==> config.mk <==
export PLATFORM = sky130hd
export DESIGN_NAME = fifo36_mux
export DESIGN_NICKNAME = d
export VERILOG_FILES = /design/src/hdl/gpif_pkg.sv /design/src/hdl/fifo36_mux.sv
export SDC_FILE = /design/constraint.sdc
export NUM_CORES = 1
export LEC_CHECK = 0
export BUFFER_PORTS_ARGS = -buffer_cell sky130_fd_sc_hd__buf_2
export CAP_MARGIN = 20
export CORE_MARGIN = 8
export CORE_UTILIZATION = 30
export CTS_CLUSTER_DIAMETER = 100
export DETAILED_ROUTE_END_ITERATION = 10
export HOLD_SLACK_MARGIN = 0.15
export PLACE_DENSITY = 0.95
export SLEW_MARGIN = 20
export SYNTH_ARGS = -nofsm -noshare
export SYNTH_HDL_FRONTEND = slang
export SYNTH_SLANG_ARGS = --single-unit
==> constraint.sdc <==
create_clock -name clk_i -period 6.2 [get_ports clk_i]
set_input_delay 1.24 -clock clk_i [delete_from_list [all_inputs] [get_ports clk_i]]
set_output_delay 1.24 -clock clk_i [all_outputs]
set_load 0.05 [all_outputs]
==> src/hdl/gpif_pkg.sv <==
// Line formats follow the 36-bit FIFO convention; occ is only meaningful on an eof line
package gpif_pkg;

   // Host-side line, one 16-bit word plus framing
   typedef struct packed {
      logic        eof;
      logic        sof;
      logic [15:0] data;
   } gpif_line_t;

   // First host word sits in data[15:0]
   typedef struct packed {
      logic [1:0]  occ;
      logic        eof;
      logic        sof;
      logic [31:0] data;
   } line36_t;

   localparam logic [1:0] OCC_FULL = 2'b00;   // Both halves valid
   localparam logic [1:0] OCC_LOW  = 2'b10;   // Low half only, odd-length packet

   localparam int GPIF_DEPTH_LOG2  = 4;
   localparam int SHORT_DEPTH_LOG2 = 3;
   localparam int TX_SPACE_MARGIN  = 2;       // Absorbs the one-cycle lag of have_space

   // Top nibble of the first line, i.e. of the second host word
   localparam logic [3:0] CTRL_MATCH = 4'h1;

endpackage

==> src/hdl/fifo36_mux.sv <==
// Prio input wins a tie in idle; a grant is never broken before the eof line
`timescale 1ns/1ps

module fifo36_mux (
   input  logic              clk_i,
   input  logic              rst_n_i,
   input  gpif_pkg::line36_t prio_data_i,
   input  logic              prio_src_rdy_i,
   output logic              prio_dst_rdy_o,
   input  gpif_pkg::line36_t data_i,
   input  logic              src_rdy_i,
   output logic              dst_rdy_o,
   output gpif_pkg::line36_t data_o,
   output logic              src_rdy_o,
   input  logic              dst_rdy_i
);

   import gpif_pkg::*;

   typedef enum logic [1:0] {MUX_IDLE, MUX_PRIO, MUX_DATA} mux_state_e;

   mux_state_e state_q;
   logic       sel_prio;        // Prio input drives the output
   logic       out_fire;

   always_comb begin
      case (state_q)
         MUX_PRIO: sel_prio = 1'b1;
         MUX_DATA: sel_prio = 1'b0;
         default:  sel_prio = prio_src_rdy_i;
      endcase
   end

   assign data_o         = sel_prio ? prio_data_i : data_i;
   assign src_rdy_o      = sel_prio ? prio_src_rdy_i : src_rdy_i;
   assign prio_dst_rdy_o = dst_rdy_i & (state_q != MUX_DATA);
   assign dst_rdy_o      = dst_rdy_i & ~sel_prio;
   assign out_fire       = src_rdy_o & dst_rdy_i;

   always_ff @(posedge clk_i) begin
      if (!rst_n_i) begin
         state_q <= MUX_IDLE;
      end else begin
         case (state_q)
            MUX_IDLE: begin
               // Single-line packets never leave idle
               if (out_fire && !data_o.eof)
                  state_q <= sel_prio ? MUX_PRIO : MUX_DATA;
            end
            default: begin
               if (out_fire && data_o.eof)
                  state_q <= MUX_IDLE;
            end
         endcase
      end
   end

endmodule

==> report_table.html, run 1 <==
<table>
<tr><th>Metric</th><th>Value</th></tr>
<tr><th colspan="2">Status</th></tr>
<tr><td>Result of the run</td><td>complete, no violations</td></tr>
<tr><th colspan="2">Setup path</th></tr>
<tr><td>Critical path peak fanout</td><td>21</td></tr>
<tr><td>Worst Path Class, Setup</td><td>in -&gt; out</td></tr>
<tr><td>Setup crit end kind</td><td>output port</td></tr>
<tr><td>Critical path launch point type</td><td>primary input</td></tr>
<tr><td>CP Data Required Time</td><td>4.96 ns</td></tr>
<tr><td>Critical path arrival</td><td>2.91 ns</td></tr>
<tr><td>R2r worst-path depth</td><td>6</td></tr>
<tr><th colspan="2">Yosys</th></tr>
<tr><td>Number of instances in the synthesized netlist</td><td>67</td></tr>
<tr><td>Flop and latch count out of synthesis</td><td>2</td></tr>
<tr><td>Proportion of synthesized chip area in sequential cells</td><td>5.808%</td></tr>
<tr><td>Avg Cell Area, Syn</td><td>10.29 µm²</td></tr>
<tr><td>Synthesis Warnings</td><td>0</td></tr>
<tr><td>Synth unique cells</td><td>23</td></tr>
<tr><td>Post-synth net total</td><td>148</td></tr>
<tr><td>Mapped cell area</td><td>689.4 µm²</td></tr>
<tr><th colspan="2">Place</th></tr>
<tr><td>Cell count after placement</td><td>208</td></tr>
<tr><td>Total half-perimeter wirelength after legalization and detailed placement</td><td>3255 µm</td></tr>
<tr><td>Port buffer count</td><td>115</td></tr>
<tr><td>Final GP Congestion</td><td>0.9237</td></tr>
<tr><th colspan="2">Die</th></tr>
<tr><td>Area enclosed by the die boundary</td><td>0.004088 mm²</td></tr>
<tr><td>Chip Width</td><td>63.94 µm</td></tr>
<tr><td>Die outline height</td><td>63.94 µm</td></tr>
<tr><td>Rows</td><td>17</td></tr>
<tr><td>Starting density of the core</td><td>31.47%</td></tr>
<tr><td>Placeable core region</td><td>0.002191 mm²</td></tr>
<tr><td># IOs</td><td>116</td></tr>
<tr><th colspan="2">Finish</th></tr>
<tr><td>Final Net Count</td><td>266</td></tr>
<tr><td>Regs by FF count</td><td>state_q (2)</td></tr>
<tr><td>Seq. cell area</td><td>40.04 µm²</td></tr>
<tr><td>Fillers</td><td>189</td></tr>
<tr><td>Largest register FFs</td><td>2</td></tr>
<tr><td>Multi-input gate area</td><td>626.9 µm²</td></tr>
<tr><td>Area overhead of the layout relative to synthesis</td><td>90.74%</td></tr>
<tr><td>Count of non-filler cells in the finished layout</td><td>211</td></tr>
<tr><td>Largest register by flop count</td><td>state_q</td></tr>
<tr><td>Share of cells above drive strength 1</td><td>86.34%</td></tr>
<tr><td>Antenna diode instance count</td><td>0</td></tr>
<tr><th colspan="2">Pwr</th></tr>
<tr><td>Worst vdd rail ir drop</td><td>0.1802 mV</td></tr>
<tr><td>Cell leakage power</td><td>0.7339 nW</td></tr>
<tr><td>Power density over cell area</td><td>212.5 mW/mm²</td></tr>
<tr><th colspan="2">Clock tree</th></tr>
<tr><td># resized after CTS</td><td>0</td></tr>
<tr><td>Clock latency on the worst-skew pair</td><td>0.22 ns</td></tr>
<tr><td>Clock H-tree levels</td><td>1</td></tr>
<tr><td>Root buffer selected by CTS</td><td>sky130_fd_sc_hd__clkbuf_4</td></tr>
<tr><td>Number of clock sinks</td><td>2</td></tr>
<tr><td>Post-CTS setup repair buffer count</td><td>0</td></tr>
<tr><td>Cts hold-fix bufs</td><td>0</td></tr>
<tr><td>Clock buffer count from CTS</td><td>3</td></tr>
<tr><td>Clk slew on worst S/H paths</td><td>0.03 ns</td></tr>
<tr><td>Clock tree from TritonCTS</td><td>yes</td></tr>
<tr><td>Buffer depth of the longest clock path</td><td>2</td></tr>
<tr><th colspan="2">Timing</th></tr>
<tr><td>Unrepaired setup endpoints after global routing</td><td>no</td></tr>
<tr><td>Number of endpoints failing setup at the final stage</td><td>0</td></tr>
<tr><td>Post-Route Setup TNS</td><td>0 ns</td></tr>
<tr><td>Crit path time final</td><td>4.147 ns</td></tr>
<tr><td>Worst-margin pin slew</td><td>0.7210 ns</td></tr>
<tr><td>Total count of max-transition violations in the final report</td><td>0</td></tr>
<tr><td>Number of hold violations in the final report</td><td>0</td></tr>
<tr><td>Final worst path period share</td><td>66.89%</td></tr>
<tr><td>Highest Clock Rate</td><td>241.1 MHz</td></tr>
<tr><td>Largest clock skew in the final design</td><td>0.003341 ns</td></tr>
<tr><td>Max-slew headroom</td><td>50.91%</td></tr>
<tr><th colspan="2">Drt</th></tr>
<tr><td>Via count</td><td>1002</td></tr>
<tr><td>Drt pass-1 iters</td><td>4</td></tr>
<tr><td>Initial DRC count</td><td>30</td></tr>
<tr><td>Avg Vias per Cell</td><td>4.749</td></tr>
<tr><td>Average wire per cell in the routed design</td><td>16.85 µm</td></tr>
<tr><td>DRC violation count after routing</td><td>0</td></tr>
<tr><td>DRT Wirelength</td><td>3556 µm</td></tr>
<tr><td>Remaining antenna violation count</td><td>0</td></tr>
<tr><th colspan="2">GRT</th></tr>
<tr><td>Total congestion overflow after global routing</td><td>0</td></tr>
<tr><td>Maximum number of pins on one net before global-route repair</td><td>22</td></tr>
<tr><td>Total global-route track usage</td><td>16.29%</td></tr>
<tr><td>First-pass GRT wire length</td><td>5492 µm</td></tr>
<tr><td>Number of global-route vias before repair</td><td>1195</td></tr>
<tr><td>Initial antenna violation count</td><td>0</td></tr>
<tr><th colspan="2">Min path</th></tr>
<tr><td>Cell count of the worst hold path</td><td>2</td></tr>
<tr><td>Kind of path behind the tightest hold check</td><td>reg -&gt; reg</td></tr>
<tr><th colspan="2">Job</th></tr>
<tr><td>Max-cap viol count</td><td>0</td></tr>
</table>
==> Yosys cell counts, drive strengths merged <==
cell | number | area share (%)
a21boi | 1 | 1.1
a21o | 1 | 1.1
a22o | 1 | 1.3
a32o | 1 | 1.5
and2 | 1 | 0.91
and3 | 1 | 0.91
and3b | 1 | 1.3
buf | 3 | 2.2
dfxtp | 2 | 5.8
ha | 4 | 7.3
inv | 2 | 1.1
mux2 | 37 | 61
mux2i | 1 | 3.3
nand2 | 1 | 0.54
nand2b | 3 | 2.7
nor2b | 1 | 0.91
o211a | 1 | 1.5
o21ai | 1 | 0.73
o221a | 1 | 1.6
o22a | 1 | 1.3
o22ai | 1 | 0.91
xnor2 | 1 | 1.3
==> routing by layer <==
layer	vias to the layer above	wire length, µm	track usage, %
li1	489	-	-
met1	441	1261	15.19
met2	72	1799	30.24
met3	0	495	9.233
met4	0	0	3.343
met5	-	0	0
==> worst paths after layout <==
check / startpoint / slack [ns] / to
hold / removal: state_q[1] / 0.62 / state_q[1]
setup reg to reg: state_q[0] / 3.68 / state_q[0]
setup / recovery: prio_src_rdy_i / 2.05 / data_o[25]
hold reg to reg: state_q[1] / 0.62 / state_q[1]
==> through the flow <==
stage / setup WS (ns) / total power, W / utilization (%) / cell area [µm²] / hold WS [ns]
3_3_place_gp: 2.064 / 0.0002501 / 58.99 / 1292 / 0.5948
4_1_cts: 2.036 / 0.0002834 / 60.02 / 1315 / 0.6231
6_report: 2.053 / 0.0002795 / 60.02 / 1315 / 0.6199
2_1_floorplan: 2.719 / 0.0001946 / - / 689.4 / 0.5489
5_1_grt: 1.935 / 0.0002943 / 60.02 / 1315 / 0.6707
3_5_place_dp: 2.030 / 0.0002525 / 58.99 / 1292 / 0.6028
==> critical path, cell delays in order <==
cell	delay, ns
sky130_fd_sc_hd__buf_2	0.13
sky130_fd_sc_hd__mux2i_4	0.58
sky130_fd_sc_hd__buf_4	0.37
sky130_fd_sc_hd__mux2_2	0.37
sky130_fd_sc_hd__buf_2	0.21
==> cells by family after synthesis <==
group | count (synthesis) | share of synthesized area, %
flops | 2 | 5.808
buf+inv | 5 | 3.267
fa+ha+maj | 4 | 7.260
mux | 38 | 64.25
simple gates | 8 | 7.261
xor+xnor | 1 | 1.271
compound gates | 9 | 10.89
==> power breakdown <==
group          switching (W)  leakage [nW]  internal [W]
Sequential        0.00000137        0.0163     0.0000141
Combinational       0.000156         0.704     0.0000797
Clock             0.00000737        0.0138     0.0000214
==> layout by cell type (no fill, tap or decap), drive strengths merged <==
cell / instances
a21boi: 1
a21o: 1
a22o: 1
a32o: 1
and2: 1
and3: 1
and3b: 1
buf: 116
clkbuf: 3
dfxtp: 2
ha: 4
inv: 2
mux2: 37
mux2i: 1
nand2: 1
nand2b: 3
nor2b: 1
o211a: 1
o21ai: 1
o221a: 1
o22a: 1
o22ai: 1
xnor2: 1
==> layout make-up <==
class	instances	area share, %
Multi-Input combinational cell	60	47.67
Timing Repair Buffer	116	44.34
Sequential cell	2	3.045
Tap cell	28	2.664
Clock buffer	3	1.713
Inverter	2	0.5709
Power figures use the tool's default switching activity.
==> run 2: changes to the inputs <==
--- a/config.mk
+++ b/config.mk
@@ -8,11 +8,11 @@
 export BUFFER_PORTS_ARGS = -buffer_cell sky130_fd_sc_hd__buf_2
 export CAP_MARGIN = 20
 export CORE_MARGIN = 8
-export CORE_UTILIZATION = 30
+export CORE_UTILIZATION = 28
 export CTS_CLUSTER_DIAMETER = 100
 export DETAILED_ROUTE_END_ITERATION = 10
 export HOLD_SLACK_MARGIN = 0.15
-export PLACE_DENSITY = 0.95
+export PLACE_DENSITY = 0.92
 export SLEW_MARGIN = 20
 export SYNTH_ARGS = -nofsm -noshare
 export SYNTH_HDL_FRONTEND = slang
==> constraint.sdc (replaced) <==
create_clock -name clk_i -period 4.1 [get_ports clk_i]
set_input_delay 0.82 -clock clk_i [delete_from_list [all_inputs] [get_ports clk_i]]
set_output_delay 0.82 -clock clk_i [all_outputs]
set_load 0.05 [all_outputs]
==> run 2 against run 1 <==
- clock power up 60%
- global-route usage down 0.75 points
- sequential share of layout area about the same
- first-iteration DRC count down 13%
- clock-buffer cell count unchanged
- critical path depth up 1
- critical endpoint is now data_o[32]
==> report_table.html, run 2 (same netlist as run 1, synthesis figures left out) <==
<table>
<tr><th>Metric</th><th>Value</th></tr>
<tr><th colspan="2">Clock tree</th></tr>
<tr><td>Clock H-tree levels</td><td>1</td></tr>
<tr><td># resized after CTS</td><td>0</td></tr>
<tr><td>Cts hold-fix bufs</td><td>0</td></tr>
<tr><td>Clock tree from TritonCTS</td><td>yes</td></tr>
<tr><td>Buffer depth of the longest clock path</td><td>2</td></tr>
<tr><td>Clk slew on worst S/H paths</td><td>0.03 ns</td></tr>
<tr><td>Post-CTS setup repair buffer count</td><td>0</td></tr>
<tr><td>Root buffer selected by CTS</td><td>sky130_fd_sc_hd__clkbuf_4</td></tr>
<tr><td>Clock buffer count from CTS</td><td>3</td></tr>
<tr><td>Clock latency on the worst-skew pair</td><td>0.23 ns</td></tr>
<tr><td>Number of clock sinks</td><td>2</td></tr>
<tr><th colspan="2">Timing</th></tr>
<tr><td>Highest Clock Rate</td><td>312.2 MHz</td></tr>
<tr><td>Number of hold violations in the final report</td><td>0</td></tr>
<tr><td>Unrepaired setup endpoints after global routing</td><td>no</td></tr>
<tr><td>Crit path time final</td><td>3.203 ns</td></tr>
<tr><td>Post-Route Setup TNS</td><td>0 ns</td></tr>
<tr><td>Number of endpoints failing setup at the final stage</td><td>0</td></tr>
<tr><td>Final worst path period share</td><td>78.12%</td></tr>
<tr><td>Max-slew headroom</td><td>71.08%</td></tr>
<tr><td>Largest clock skew in the final design</td><td>0.005237 ns</td></tr>
<tr><td>Setup WS post-layout</td><td>0.8970 ns</td></tr>
<tr><td>Worst-margin pin slew</td><td>0.4338 ns</td></tr>
<tr><td>Total count of max-transition violations in the final report</td><td>0</td></tr>
<tr><th colspan="2">Die</th></tr>
<tr><td>Chip Width</td><td>65.62 µm</td></tr>
<tr><td>Die outline height</td><td>65.62 µm</td></tr>
<tr><td>Placeable core region</td><td>0.002410 mm²</td></tr>
<tr><td>Area enclosed by the die boundary</td><td>0.004306 mm²</td></tr>
<tr><td># IOs</td><td>116</td></tr>
<tr><td>Rows</td><td>18</td></tr>
<tr><td>Starting density of the core</td><td>28.61%</td></tr>
<tr><th colspan="2">Drt</th></tr>
<tr><td>Drt pass-1 iters</td><td>4</td></tr>
<tr><td>Average wire per cell in the routed design</td><td>16.62 µm</td></tr>
<tr><td>Remaining antenna violation count</td><td>0</td></tr>
<tr><td>DRT Wirelength</td><td>3541 µm</td></tr>
<tr><td>Avg Vias per Cell</td><td>4.765</td></tr>
<tr><td>Via count</td><td>1015</td></tr>
<tr><td>Initial DRC count</td><td>26</td></tr>
<tr><td>DRC violation count after routing</td><td>0</td></tr>
<tr><th colspan="2">Place</th></tr>
<tr><td>Worst-case setup slack after placement</td><td>1.114 ns</td></tr>
<tr><td>Final GP Congestion</td><td>0.8173</td></tr>
<tr><td>Total half-perimeter wirelength after legalization and detailed placement</td><td>3225 µm</td></tr>
<tr><td>Port buffer count</td><td>115</td></tr>
<tr><th colspan="2">Job</th></tr>
<tr><td>Max-cap viol count</td><td>0</td></tr>
<tr><th colspan="2">GRT</th></tr>
<tr><td>First-pass GRT wire length</td><td>5478 µm</td></tr>
<tr><td>Maximum number of pins on one net before global-route repair</td><td>38</td></tr>
<tr><td>Total global-route track usage</td><td>15.55%</td></tr>
<tr><td>Total congestion overflow after global routing</td><td>0</td></tr>
<tr><td>Number of global-route vias before repair</td><td>1236</td></tr>
<tr><td>Initial antenna violation count</td><td>0</td></tr>
<tr><th colspan="2">Min path</th></tr>
<tr><td>Kind of path behind the tightest hold check</td><td>reg -&gt; reg</td></tr>
<tr><td>Cell count of the worst hold path</td><td>1</td></tr>
<tr><td>Worst Hold Endpoint</td><td>state_q[0]</td></tr>
<tr><td>Launch point of the worst hold path</td><td>state_q[0]</td></tr>
<tr><th colspan="2">Pwr</th></tr>
<tr><td>Cell leakage power</td><td>0.7339 nW</td></tr>
<tr><td>Power density over cell area</td><td>321.8 mW/mm²</td></tr>
<tr><td>Worst vdd rail ir drop</td><td>0.2513 mV</td></tr>
<tr><th colspan="2">Finish</th></tr>
<tr><td>Antenna diode instance count</td><td>0</td></tr>
<tr><td>Final Net Count</td><td>266</td></tr>
<tr><td>Largest register FFs</td><td>2</td></tr>
<tr><td>Regs by FF count</td><td>state_q (2)</td></tr>
<tr><td>Largest register by flop count</td><td>state_q</td></tr>
<tr><td>Share of cells above drive strength 1</td><td>86.34%</td></tr>
<tr><td>Most common cell after layout, fill and taps aside</td><td>sky130_fd_sc_hd__buf_2</td></tr>
<tr><td>Most frequent cells in the layout</td><td>sky130_fd_sc_hd__buf_2 (115), sky130_fd_sc_hd__mux2_2 (36), sky130_fd_sc_hd__ha_1 (4)</td></tr>
<tr><td>Area overhead of the layout relative to synthesis</td><td>91.11%</td></tr>
<tr><th colspan="2">Setup path</th></tr>
<tr><td>Critical path launch point type</td><td>flop</td></tr>
<tr><td>Worst r2r dst</td><td>state_q[0]</td></tr>
<tr><td>CP Data Required Time</td><td>3.28 ns</td></tr>
<tr><td>R2r worst-path depth</td><td>7</td></tr>
<tr><td>Worst reg2reg path startpoint</td><td>state_q[0]</td></tr>
<tr><td>Worst R2R Setup Slack</td><td>1.65 ns</td></tr>
<tr><td>Critical path arrival</td><td>2.38 ns</td></tr>
<tr><td>Critical path peak fanout</td><td>37</td></tr>
<tr><td>Worst Path Class, Setup</td><td>reg -&gt; out</td></tr>
<tr><td>Setup crit end kind</td><td>output port</td></tr>
<tr><th colspan="2">Status</th></tr>
<tr><td>Result of the run</td><td>complete, no violations</td></tr>
</table>
==> run 2: cell counts in the layout (fill, tap and decap cells not counted) <==
No cell type changed its count.
==> run 2: worst max-delay path: stages (launching register included) <==
cell and delay (ns):
sky130_fd_sc_hd__dfxtp_1 0.40, sky130_fd_sc_hd__inv_1 0.08, sky130_fd_sc_hd__ha_1 0.40, sky130_fd_sc_hd__mux2i_4 0.24, sky130_fd_sc_hd__buf_4 0.40, sky130_fd_sc_hd__mux2_2 0.39
sky130_fd_sc_hd__buf_2 0.21
==> run 2: layout make-up <==
class / count / area [µm²]
inverters: 2 / 7.507
multi-input cells: 60 / 626.9
repair buffers: 116 / 583.1
well taps: 30 / 37.54
fillers: 226 / 1092
flip-flops and latches: 2 / 40.04
clock buffers: 3 / 22.52
==> run 2: through the flow <==
step	hold slack (ns)	util (%)	power [W]	cell area [µm²]	instances
floorplan	0.5489	-	0.0002943	689.4	67
global placement	0.5686	53.74	0.0003766	1295	210
detailed placement	0.5969	53.74	0.0003817	1295	210
CTS	0.6097	54.67	0.0004304	1318	213
global route	0.6432	54.67	0.0004475	1318	213
finish	0.6084	54.67	0.0004239	1318	213
==> run 2: routing by layer <==
layer  global-route usage, %  wire length, µm  up-vias  part of all wire, %
met5                       0                0        -                    0
met4                   4.360               21        0                 0.59
met3                   8.333              467        4                   13
met2                   29.11             1897       66                   54
met1                   14.05             1156      458                   33
li1                        -                -      487                    -
==> run 2: how the worst max path moves through the flow <==
stage                         from          to  slack (ns)  cells after the start
finish                  state_q[0]  data_o[32]        0.90                      6
global route            state_q[0]  data_o[20]        0.74                      6
CTS                     state_q[0]  data_o[12]        0.87                      6
detailed placement      state_q[0]  data_o[12]        1.11                      6
global placement    prio_src_rdy_i  data_o[12]        1.18                      5
floorplan               state_q[0]  data_o[10]        1.36                      5
==> run 2: power breakdown <==
group / internal, W / switching (W) / total (W)
registers: 0.0000213 / 0.00000183 / 0.0000231
logic: 0.000120 / 0.000235 / 0.000355
clock network: 0.0000325 / 0.0000134 / 0.0000459
