## src/hdl/fifo_short.sv

```systemverilog
// Single clock; DEPTH_LOG2 must be at least 1, level_o counts stored entries including a full FIFO
`timescale 1ns/1ps

module fifo_short #(
   parameter type payload_t  = logic [35:0],
   parameter int  DEPTH_LOG2 = 3
) (
   input  logic                clk_i,
   input  logic                rst_n_i,
   input  payload_t            data_i,
   input  logic                src_rdy_i,
   output logic                dst_rdy_o,
   output payload_t            data_o,
   output logic                src_rdy_o,
   input  logic                dst_rdy_i,
   output logic [DEPTH_LOG2:0] level_o
);

   payload_t              mem [2**DEPTH_LOG2];
   logic [DEPTH_LOG2-1:0] wr_ptr_q;
   logic [DEPTH_LOG2-1:0] rd_ptr_q;
   logic [DEPTH_LOG2:0]   count_q;
   logic                  push;
   logic                  pop;

   // MSB of the count is set only when full
   assign dst_rdy_o = ~count_q[DEPTH_LOG2];
   assign src_rdy_o = (count_q != '0);
   assign data_o    = mem[rd_ptr_q];
   assign level_o   = count_q;

   assign push = src_rdy_i & dst_rdy_o;
   assign pop  = src_rdy_o & dst_rdy_i;

   always_ff @(posedge clk_i) begin
      if (!rst_n_i) begin
         wr_ptr_q <= '0;
         rd_ptr_q <= '0;
         count_q  <= '0;
      end else begin
         if (push)
            wr_ptr_q <= wr_ptr_q + 1'b1;
         if (pop)
            rd_ptr_q <= rd_ptr_q + 1'b1;
         case ({push, pop})
            2'b10:   count_q <= count_q + 1'b1;
            2'b01:   count_q <= count_q - 1'b1;
            default: count_q <= count_q;     // Idle or push and pop together
         endcase
      end
   end

   // Storage
   always_ff @(posedge clk_i) begin
      if (push)
         mem[wr_ptr_q] <= data_i;
   end

endmodule

```

## config.mk

```make
export PLATFORM = sky130hd
export DESIGN_NAME = fifo_short
export DESIGN_NICKNAME = d
export VERILOG_FILES = /design/src/hdl/fifo_short.sv
export SDC_FILE = /design/constraint.sdc
export NUM_CORES = 1
export LEC_CHECK = 0
export BUFFER_PORTS_ARGS = -buffer_cell sky130_fd_sc_hd__buf_2
export CAP_MARGIN = 10
export CORE_UTILIZATION = 29
export CTS_CLUSTER_DIAMETER = 100
export DETAILED_ROUTE_END_ITERATION = 7
export PLACE_DENSITY = 0.46
export SLEW_MARGIN = 30
export SYNTH_ARGS = -nofsm -noshare
export SYNTH_HDL_FRONTEND = slang
export SYNTH_SLANG_ARGS = --single-unit
```

## constraint.sdc

```tcl
create_clock -name clk_i -period 4.86 [get_ports clk_i]
set_input_delay 0.972 -clock clk_i [delete_from_list [all_inputs] [get_ports clk_i]]
set_output_delay 0.972 -clock clk_i [all_outputs]
set_load 0.05 [all_outputs]
```

==> reports/metrics.cfg, run 1 <==
[finish]
n_fill_cell = 3704
drive_gt1_frac = 0.333
layout.area.seq_um2 = 8920
multi_input_area_um2 = 2650
syn2layout_area_growth_pct = 18.2
fin_nets = 646
stdcell_area_um2 = 13800
utilization = 0.347

[clock_tree]
cts.htree.levels = 2
cts-root-buf = clkbuf_16
path_clk_slew_ns = 0.05
ctsResizeCount = 0
cts_tree = yes
post_cts_buffers = 0
numCtsBuffers = 34
ctsHoldBuffers = 0
clock_latency_ns = 0.51
clockBufferDepth = 3
cts_sinks = 301

[yosys]
yosysUniqueCellTypes = 30
yosys.area.top_type_share = 0.742
synth_edf_count = 288
synth-main-ff-cell = edfxtp_1
avgSynthCellArea_um2 = 23.7
synth_most_common_cell = edfxtp_1
synthTopCellsByCount = 288 x edfxtp_1, 49 x mux4_1, 36 x mux2_2
syn_area_um2 = 11700
yosysWarnings = 0
syn_nets = 536
synth-seq-cells = 301
synthCells = 491
seq_area_frac_synth = 0.764
yosys-top-cells-area = edfxtp_1 74%, mux4_1 11%, mux4_2 4.4%, mux2_2 3.5%, dfxtp_1 2.2%
synth_top_area_cell = edfxtp_1
synthArstFlopShare = 0

[setup_path]
r2r_cells = 10
r2r-start = level_o[1]$_SDFFE_PN0P_
reg2reg_slack_ns = 2.26
critPathArrivalTime_ns = 2.86
criticalPathCategory = flop to output pin
worstPathMaxFanout = 37
rr_endpoint = level_o[2]$_SDFFE_PN0P_
crit_path_start_kind = flop
worstSetupEndpointType = output pin
cp.required_ns = 3.89

[sta]
setup_ws_ns = 1.03
tns_ns = 0
final-max-slew-violation-count = 0
finalHoldViolations = 0
finalCriticalPeriod_ns = 3.83
slew_headroom = 0.395
setup_viol = 0
rsz0062_at_grt = false
max_freq_ghz = 0.261
hold_ws_ns = 0.492
period_share = 0.788
finalClockSkew_ns = 0.0166
tightest_slew_ns = 0.907

[route]
antenna_left = 0
drt_wl_total_um = 24800
dr.pass1.iters = 5
drt_drc_violations_left = 0
drt-initial-drc-count = 273
drt-wirelength-per-cell_um = 21.5
num_vias = 5229
vias_per_cell = 4.55

[job]
cap_violations = 0

[floorplan]
row_count = 73
die_h_um = 202
start_util = 0.293
core-area_um2 = 39700
io_pins = 82
die_w_um = 202
die-area_um2 = 41000

[run_status]
status = completed

[placed_design]
port_buffers = 81
dpl.hpwl_um = 14000
dp_slack_ns = 1.46
placed_area_um2 = 12800
gp_congestion = 0.673

[power_and_ir_drop]
combPwrFrac = 0.212
power_density_nw_per_um2 = 498
p_leak_nw = 4.46
seq_power_share = 0.456
pwr-share-clk = 0.332
p_switching_mw = 2.00
p_int_mw = 4.86
power.switching_fraction = 0.292
ir_drop_uv = 304

[min_path]
hold_path.class = flop to flop
hp-start = rd_ptr_q[1]$_SDFFE_PN0P_
hold_depth = 2

[global_route]
antenna_found_initial = 3
overflow = 0
grt_pass1_wl_um = 36800
track_usage = 0.123
grt_max_degree = 42
grt_pass1_vias = 5688

-- per-stage QoR --
stage / power [mW] / cells
after floorplan: 4.28 / 491
after global placement: 4.65 / 1089
after detailed placement: 4.68 / 1090
after CTS: 6.98 / 1149
after global routing: 7.14 / 1149
final: 6.86 / 1150
-- worst max-delay path, cell delays in order, from the launching register on --
cell	delay, ns
dfxtp_4	0.77
buf_4	0.42
mux4_1	0.61
mux2_2	0.30
buf_2	0.22
-- layout by cell type (no fill, tap or decap), drive strengths merged --
| cell type | instances |
|---|---|
| dfxtp | 13 |
| a31oi | 1 |
| diode | 1 |
| clkbuf | 44 |
| nand2b | 3 |
| clkinv | 14 |
| buf | 96 |
| a21o | 1 |
| or3 | 1 |
| or4 | 1 |
| nand3b | 1 |
| nor2 | 6 |
| mux2i | 3 |
| nor2b | 3 |
| and2 | 6 |
| xnor2 | 4 |
| o21ai | 2 |
| mux4 | 72 |
| edfxtp | 288 |
| mux2 | 36 |
| a21boi | 2 |
| inv | 4 |
| nand3 | 3 |
| ha | 5 |
| a21oi | 1 |
| xor2 | 3 |
| nand2 | 8 |
| nor3 | 3 |
-- state kept, by name (all words and copies together), names as in the netlist, named ones only --
name      count
rd_ptr_q      3
wr_ptr_q      3
mem         288
level_o       4
-- logic make-up after synthesis --
group	count (synthesis)	synth area share
compound gates	7	0.00376
fa+ha+maj	5	0.00537
buf+inv	25	0.0133
xor+xnor	7	0.00526
flops	301	0.764
simple gates	35	0.0159
mux	111	0.192
-- power by group through the flow --
| stage | clock network, mW | logic, mW | registers [mW] |
|---|---|---|---|
| global route | 2.45 | 1.54 | 3.15 |
| CTS | 2.35 | 1.49 | 3.14 |
| global placement | 0 | 1.44 | 3.20 |
| detailed placement | 0 | 1.49 | 3.19 |
| finish | 2.28 | 1.45 | 3.13 |
| floorplan | 0 | 1.13 | 3.15 |
-- how the worst max path moves through the flow --
| stage | start | to | slack (ns) |
|---|---|---|---|
| after floorplan | src_rdy_i | mem[0][0]$_DFFE_PP_ | 0.46 |
| after global placement | flop | data_o[22] | 1.48 |
| after detailed placement | flop | data_o[21] | 1.46 |
| after CTS | flop | data_o[21] | 0.94 |
| after global routing | flop | data_o[21] | 0.87 |
| final | flop | data_o[21] | 1.03 |
-- cell type report --
type / instances / area share
sequential: 301 / 0.647
inverter: 3 / 0.000817
clock buffer: 44 / 0.0660
tap: 525 / 0.0477
multi-input combinational: 165 / 0.192
clock inverter: 15 / 0.00481
timing repair buffer: 96 / 0.0409
antenna: 1 / 0.000182
-- per-layer routing --
| layer | part of all wire | track usage |
|---|---|---|
| met5 | 0.0011 | 0 |
| met4 | 0.021 | 0.0363 |
| met1 | 0.43 | 0.152 |
| met2 | 0.51 | 0.213 |
| met3 | 0.039 | 0.0268 |
Power figures use the tool's default switching activity.
==> run 2: changes to the inputs <==
- ABC_AREA: not set -> 1
- clock period: 4.86 -> 3.94 ns (I/O delays scaled with it)
==> run 2 against run 1 <==
Count of clock-buffer cells in the layout did not move. Critical endpoint is now data_o[32]. Wire length increased by 12%. Largest power group unchanged. Largest cell class unchanged. Area after synthesis grew 2.0%.
==> reports/metrics.cfg, run 2 <==
[yosys]
synth-main-ff-cell = edfxtp_1
avgSynthCellArea_um2 = 13.2  ; -44%
syn_nets = 946  ; +76%
synth_xor_area_frac = 0.00221  ; -0.00305
synth_mux_area_frac = 0.0303  ; -0.162
yosys.area.top_type_share = 0.727  ; -0.0145
synth-seq-cells = 301  ; unchanged
synth_most_common_cell = edfxtp_1
synth_edf_count = 288  ; unchanged
syn_area_um2 = 11900  ; +2.0%
synth_compound_area_frac = 0.0871  ; +0.0834
synth_fa_ha_area_frac = 0.00526  ; -0.000105
seq_area_frac_synth = 0.749  ; -0.0150
synthCells = 901  ; +84%
synth_top_family_by_area = simple AND/OR/NAND/NOR gates
yosysWarnings = 0  ; unchanged
yosysUniqueCellTypes = 24  ; -20%
synth-simple-area-share = 0.0919  ; +0.0760
synth_top_area_cell = edfxtp_1
synthTopCellsByCount = 288 x edfxtp_1, 157 x nor2_1, 127 x nand2_1
synthArstFlopShare = 0  ; unchanged
yosys-top-cells-area = edfxtp_1 73%, o21ai_0 5.0%, nor2_1 5.0%, nand2_1 4.0%, mux2i_1 3.0%

[clock_tree]
ctsResizeCount = 0  ; unchanged
ctsHoldBuffers = 0  ; unchanged
cts-root-buf = clkbuf_16
numCtsBuffers = 35  ; +2.9%
post_cts_buffers = 0  ; unchanged
clockBufferDepth = 3  ; unchanged
cts_sinks = 301  ; unchanged
cts.htree.levels = 2  ; unchanged
path_clk_slew_ns = 0.05  ; about the same
clock_latency_ns = 0.51  ; about the same
cts_tree = yes

[sta]
hold_ws_ns = 0.482  ; -0.00981 ns
setup_ws_ns = 0.735  ; -0.297 ns
finalHoldViolations = 0  ; unchanged
tns_ns = 0  ; unchanged
final-max-slew-violation-count = 0  ; unchanged
period_share = 0.813
max_freq_ghz = 0.312
finalClockSkew_ns = 0.0235  ; +0.00697 ns
tightest_slew_ns = 0.773  ; -0.134 ns
finalCriticalPeriod_ns = 3.20
rsz0062_at_grt = false
setup_viol = 0  ; unchanged
slew_headroom = 0.482  ; +0.0864

[finish]
top_register = mem
n_fill_cell = 3891  ; +5.0%
final_common_cell = edfxtp_1
fin_nets = 1034  ; +60%
largest_register_ffs = 288  ; unchanged
drive_gt1_frac = 0.156  ; -0.177
fin_cells = 1536  ; +34%
stdcell_area_um2 = 14000  ; +1.5%
antenna_cells = 0  ; -1
syn2layout_area_growth_pct = 17.5
layout_common_cells = 288 x edfxtp_1, 149 x nor2_1, 127 x nand2_1

[setup_path]
criticalPathCategory = flop to output pin
worstPathMaxFanout = 144  ; +290%
reg2reg_slack_ns = 1.78  ; -0.48 ns
worstSetupEndpointType = output pin
r2r_cells = 6  ; -4
cp.required_ns = 3.15  ; -0.74 ns
crit_path_start_kind = flop
r2r-start = level_o[3]$_SDFFE_PN0P_
critPathArrivalTime_ns = 2.42  ; -0.44 ns
rr_endpoint = mem[2][8]$_DFFE_PP_
crit_end = data_o[32]

[route]
num_vias = 7065  ; +35%
vias_per_cell = 4.60  ; +1.2%
dr.pass1.iters = 4  ; -1
antenna_left = 0  ; unchanged
drt_wl_total_um = 27700  ; +12%
drt_drc_violations_left = 0  ; unchanged
drt-initial-drc-count = 471  ; +73%
drt-wirelength-per-cell_um = 18.1  ; -16%

[power_and_ir_drop]
power_density_nw_per_um2 = 703  ; +41%
p_leak_nw = 4.83  ; +8.4%
ir_drop_uv = 397  ; +31%

[floorplan]
row_count = 73  ; unchanged
io_pins = 82  ; unchanged
die-area_um2 = 41800  ; +2.0%
die_h_um = 204  ; +0.98%
start_util = 0.297  ; +0.00313
core-area_um2 = 40100  ; +0.92%
die_w_um = 204  ; +0.98%

[min_path]
hold_path.class = flop to flop

[global_route]
met2_usage = 0.216  ; +0.00268
grt_max_degree = 145  ; +250%
grt_pass1_vias = 7159  ; +26%
busiest_layer = met2
antenna_found_initial = 3  ; unchanged
met3_usage = 0.0287  ; +0.00189
track_usage = 0.136  ; +0.0132
overflow = 0  ; unchanged
met1_usage = 0.187  ; +0.0350
grt_pass1_wl_um = 43200  ; +17%

[run_status]
status = completed

[placed_design]
dp.cells = 1477  ; +36%
dpl.hpwl_um = 15000  ; +7.0%
dp_slack_ns = 1.22  ; -0.242 ns
placed_area_um2 = 12900  ; +0.83%
port_buffers = 81  ; unchanged
gp_congestion = 0.695  ; +3.3%

[job]
cap_violations = 0  ; unchanged

## run 2: changes by cell type after synthesis, moves of 13 or more
cell	previous run	this run
inv_1	3	17
nand2_1	7	127
o21ai_0	2	118
mux4_1	49	0
mux4_2	23	0
nor2_1	6	157
clkbuf_1	4	21
o22ai_1	0	36
o21ai_1	0	33
mux2_2	36	0
buf_2	0	13
mux2i_1	3	36
## run 2: logic make-up after synthesis
| family | after synthesis |
|---|---|
| DFF | 301 |
| and+or+nand+nor | 289 |
| AOI/OAI and AO/OA | 198 |
| buffers and inverters | 69 |
| muxes | 36 |
| adders and majority gates | 5 |
| xor gates and xnor gates | 3 |
## run 2: where the power goes
| group | switching (mW) | total, mW | internal, mW |
|---|---|---|---|
| combinational | 2.17 | 2.92 | 0.750 |
| sequential | 0.130 | 3.86 | 3.73 |
| clock | 1.22 | 3.05 | 1.83 |
| total | 3.52 | 9.83 | 6.31 |
## run 2: through the flow
stage | total power [mW] | utilization
3_3_place_gp | 6.91 | 0.322
5_1_grt | 10.4 | 0.349
4_1_cts | 9.98 | 0.349
3_5_place_dp | 6.91 | 0.322
6_report | 9.83 | 0.349
2_1_floorplan | 6.14 | -
## run 2: routing by layer
| layer | part of all wire | vias to the layer above |
|---|---|---|
| met5 | 0.0017 | - |
| met4 | 0.017 | 6 |
| met3 | 0.043 | 39 |
| met2 | 0.46 | 133 |
| met1 | 0.48 | 3466 |
| li1 | - | 3421 |
## run 2: layout make-up
type                            instances  area, um^2  share of cell area
Clock inverter                         15         120             0.00859
Sequential cell                       301        8920               0.638
Tap cell                              525         657              0.0470
Multi-Input combinational cell        531        2640               0.189
Timing Repair Buffer                  101         618              0.0442
Clock buffer                           44         952              0.0681
Inverter                               19        73.8             0.00528
## run 2: worst min path at each step
stage                        startpoint                  endpoint  slack [ns]  cells after the start
2_1_floorplan  rd_ptr_q[0]$_SDFFE_PN0P_                      flop        0.45                      1
4_1_cts        rd_ptr_q[0]$_SDFFE_PN0P_                      flop        0.48                      1
3_5_place_dp   rd_ptr_q[0]$_SDFFE_PN0P_  rd_ptr_q[0]$_SDFFE_PN0P_        0.47                      1
5_1_grt        rd_ptr_q[0]$_SDFFE_PN0P_                      flop        0.50                      1
6_report       rd_ptr_q[0]$_SDFFE_PN0P_  rd_ptr_q[0]$_SDFFE_PN0P_        0.48                      1
3_3_place_gp   rd_ptr_q[0]$_SDFFE_PN0P_  rd_ptr_q[0]$_SDFFE_PN0P_        0.47                      1
## run 2: critical path, cell delays in order (launching register included)
cell and delay (ns):
dfxtp_4 0.37, buf_12 0.51, o21ai_0 0.22, o22ai_1 0.20, nand2_1 0.07, nand2_1 0.15
buf_2 0.29
==> run 3: changes to the inputs <==
- clock period: 3.94 -> 3.2 ns (I/O delays scaled with it)
==> run 3 against run 2 <==
Sequential power is 22% higher. Combinational power is 25% higher. Setup slack worse by 0.41 ns. Utilization about the same. Cell count increased by 0.20%. First-iteration DRC count down 6.4%. Highest routed layer unchanged. Wire length is 0.88% lower. Sequential share of layout area rose by 0.052 points. Final area about the same. Global-route usage decreased by 0.17 points.
==> reports/metrics.cfg, run 3 (synthesized netlist as in run 2, its figures left out) <==
[clock_tree]
clock_latency_ns = 0.52  ; about the same
cts_sinks = 301  ; unchanged
clockBufferDepth = 3  ; unchanged
ctsHoldBuffers = 0  ; unchanged
post_cts_buffers = 0  ; unchanged
ctsResizeCount = 0  ; unchanged
numCtsBuffers = 35  ; unchanged
cts.htree.levels = 2  ; unchanged
cts-root-buf = clkbuf_16
cts_tree = yes
path_clk_slew_ns = 0.06  ; about the same

[finish]
syn2layout_area_growth_pct = 17.4  ; about the same
n_fill_cell = 3955  ; +1.6%
layout_common_cells = 288 x edfxtp_1, 149 x nor2_1, 127 x nand2_1
layout.area.seq_um2 = 8920  ; unchanged
largest_register_ffs = 288  ; unchanged
multi_input_area_um2 = 2640  ; unchanged
drive_gt1_frac = 0.156  ; -0.000309
final_common_cell = edfxtp_1
top_register = mem
utilization = 0.348  ; about the same
fin_nets = 1034  ; unchanged

[placed_design]
gp_congestion = 0.681  ; -2.0%
dp_slack_ns = 0.797  ; -0.425 ns
port_buffers = 81  ; unchanged
dpl.hpwl_um = 14500  ; -3.0%

[route]
drt_drc_violations_left = 0  ; unchanged
vias_per_cell = 4.58  ; -0.53%
dr.pass1.iters = 5  ; +1
drt-initial-drc-count = 441  ; -6.4%
drt_wl_total_um = 27500  ; -0.88%
num_vias = 7041  ; -0.34%
antenna_left = 0  ; unchanged
drt-wirelength-per-cell_um = 17.9  ; -1.1%

[global_route]
track_usage = 0.134  ; -0.00173
grt_pass1_vias = 7125  ; -0.47%
antenna_found_initial = 2  ; -1
grt_pass1_wl_um = 42800  ; -0.88%
grt_max_degree = 102  ; -30%
overflow = 0  ; unchanged

[setup_path]
criticalPathCategory = flop to output pin
worstSetupEndpointType = output pin
crit_path_start_kind = flop
critPathArrivalTime_ns = 2.24  ; -0.18 ns
cp.required_ns = 2.56  ; -0.59 ns
worstPathMaxFanout = 33  ; -77%

[floorplan]
row_count = 73  ; unchanged
core-area_um2 = 40100  ; unchanged
io_pins = 82  ; unchanged
die_h_um = 204  ; unchanged
die_w_um = 204  ; unchanged
die-area_um2 = 41800  ; unchanged
start_util = 0.297  ; unchanged

[min_path]
hold_path.class = input port to flop

[sta]
period_share = 0.899
tns_ns = 0  ; unchanged
rsz0062_at_grt = false
final-max-slew-violation-count = 0  ; unchanged
slew_headroom = 0.546  ; +0.0643
max_freq_ghz = 0.347
finalClockSkew_ns = 0.0232  ; -0.000296 ns
finalCriticalPeriod_ns = 2.88
setup_viol = 0  ; unchanged
tightest_slew_ns = 0.681  ; -0.0917 ns
setup_ws_ns = 0.322  ; -0.413 ns
finalHoldViolations = 0  ; unchanged

[job]
cap_violations = 0  ; unchanged

[power_and_ir_drop]
p_leak_nw = 4.82  ; -0.28%
ir_drop_uv = 466  ; +17%
power_density_nw_per_um2 = 858  ; +22%

[run_status]
status = completed

[run 3: changes by cell type in the layout (fill, tap and decap cells not counted)]
cell	delta
bufinv_16	-1
clkbuf_16	-2
clkinv_8	+2
buf_4	-2
inv_6	-1
clkinv_1	-1
clkbuf_1	+3
buf_12	+2
diode_2	+1
clkinv_2	+2
[run 3: final timing paths]
path / start / to / slack, ns / cells after the start
worst max register to register: level_o[0]$_SDFFE_PN0P_ / level_o[2]$_SDFFE_PN0P_ / 1.06 / 13
worst max-delay path: flop / data_o[17] / 0.32 / 7
worst min register to register: rd_ptr_q[0]$_SDFFE_PN0P_ / rd_ptr_q[0]$_SDFFE_PN0P_ / 0.48 / 1
worst min-delay path: data_i[26] / mem[4][26]$_DFFE_PP_ / 0.40 / 1
[run 3: worst max-delay path, stage by stage (launching register included)]
cell     delay, ns
dfxtp_4       0.36
inv_4         0.30
buf_4         0.32
nor2_1        0.07
o22ai_1       0.20
nand2_1       0.07
nand2_1       0.12
buf_2         0.29
[run 3: where the power goes]
group | total [mW] | switching (mW) | internal (mW)
clock network | 3.61 | 1.51 | 2.10
logic | 3.66 | 2.71 | 0.947
registers | 4.71 | 0.117 | 4.59
[run 3: area by class of cell]
type / instances / share of cell area
multi-input combinational: 531 / 0.189
inverter: 19 / 0.00529
clock buffer: 45 / 0.0654
antenna: 1 / 0.000179
timing repair buffer: 101 / 0.0461
tap: 525 / 0.0470
sequential: 301 / 0.639
clock inverter: 16 / 0.00860
[run 3: stage by stage]
stage                     std cells  hold slack (ns)  area (um^2)  power (mW)
after floorplan                 901            0.448        11900        7.57
after global placement         1477            0.465        12900        8.51
after detailed placement       1477            0.476        12900        8.53
after CTS                      1538            0.369        14000        12.2
after global routing           1539            0.384        14000        12.6
final                          1539            0.400        14000        12.0
[run 3: layer usage]
layer	vias to the layer above	part of all wire	track usage
met1	3474	0.47	0.181
met4	2	0.018	0.0373
met3	34	0.041	0.0250
li1	3427	-	-
met2	104	0.47	0.219
met5	-	0.00044	0
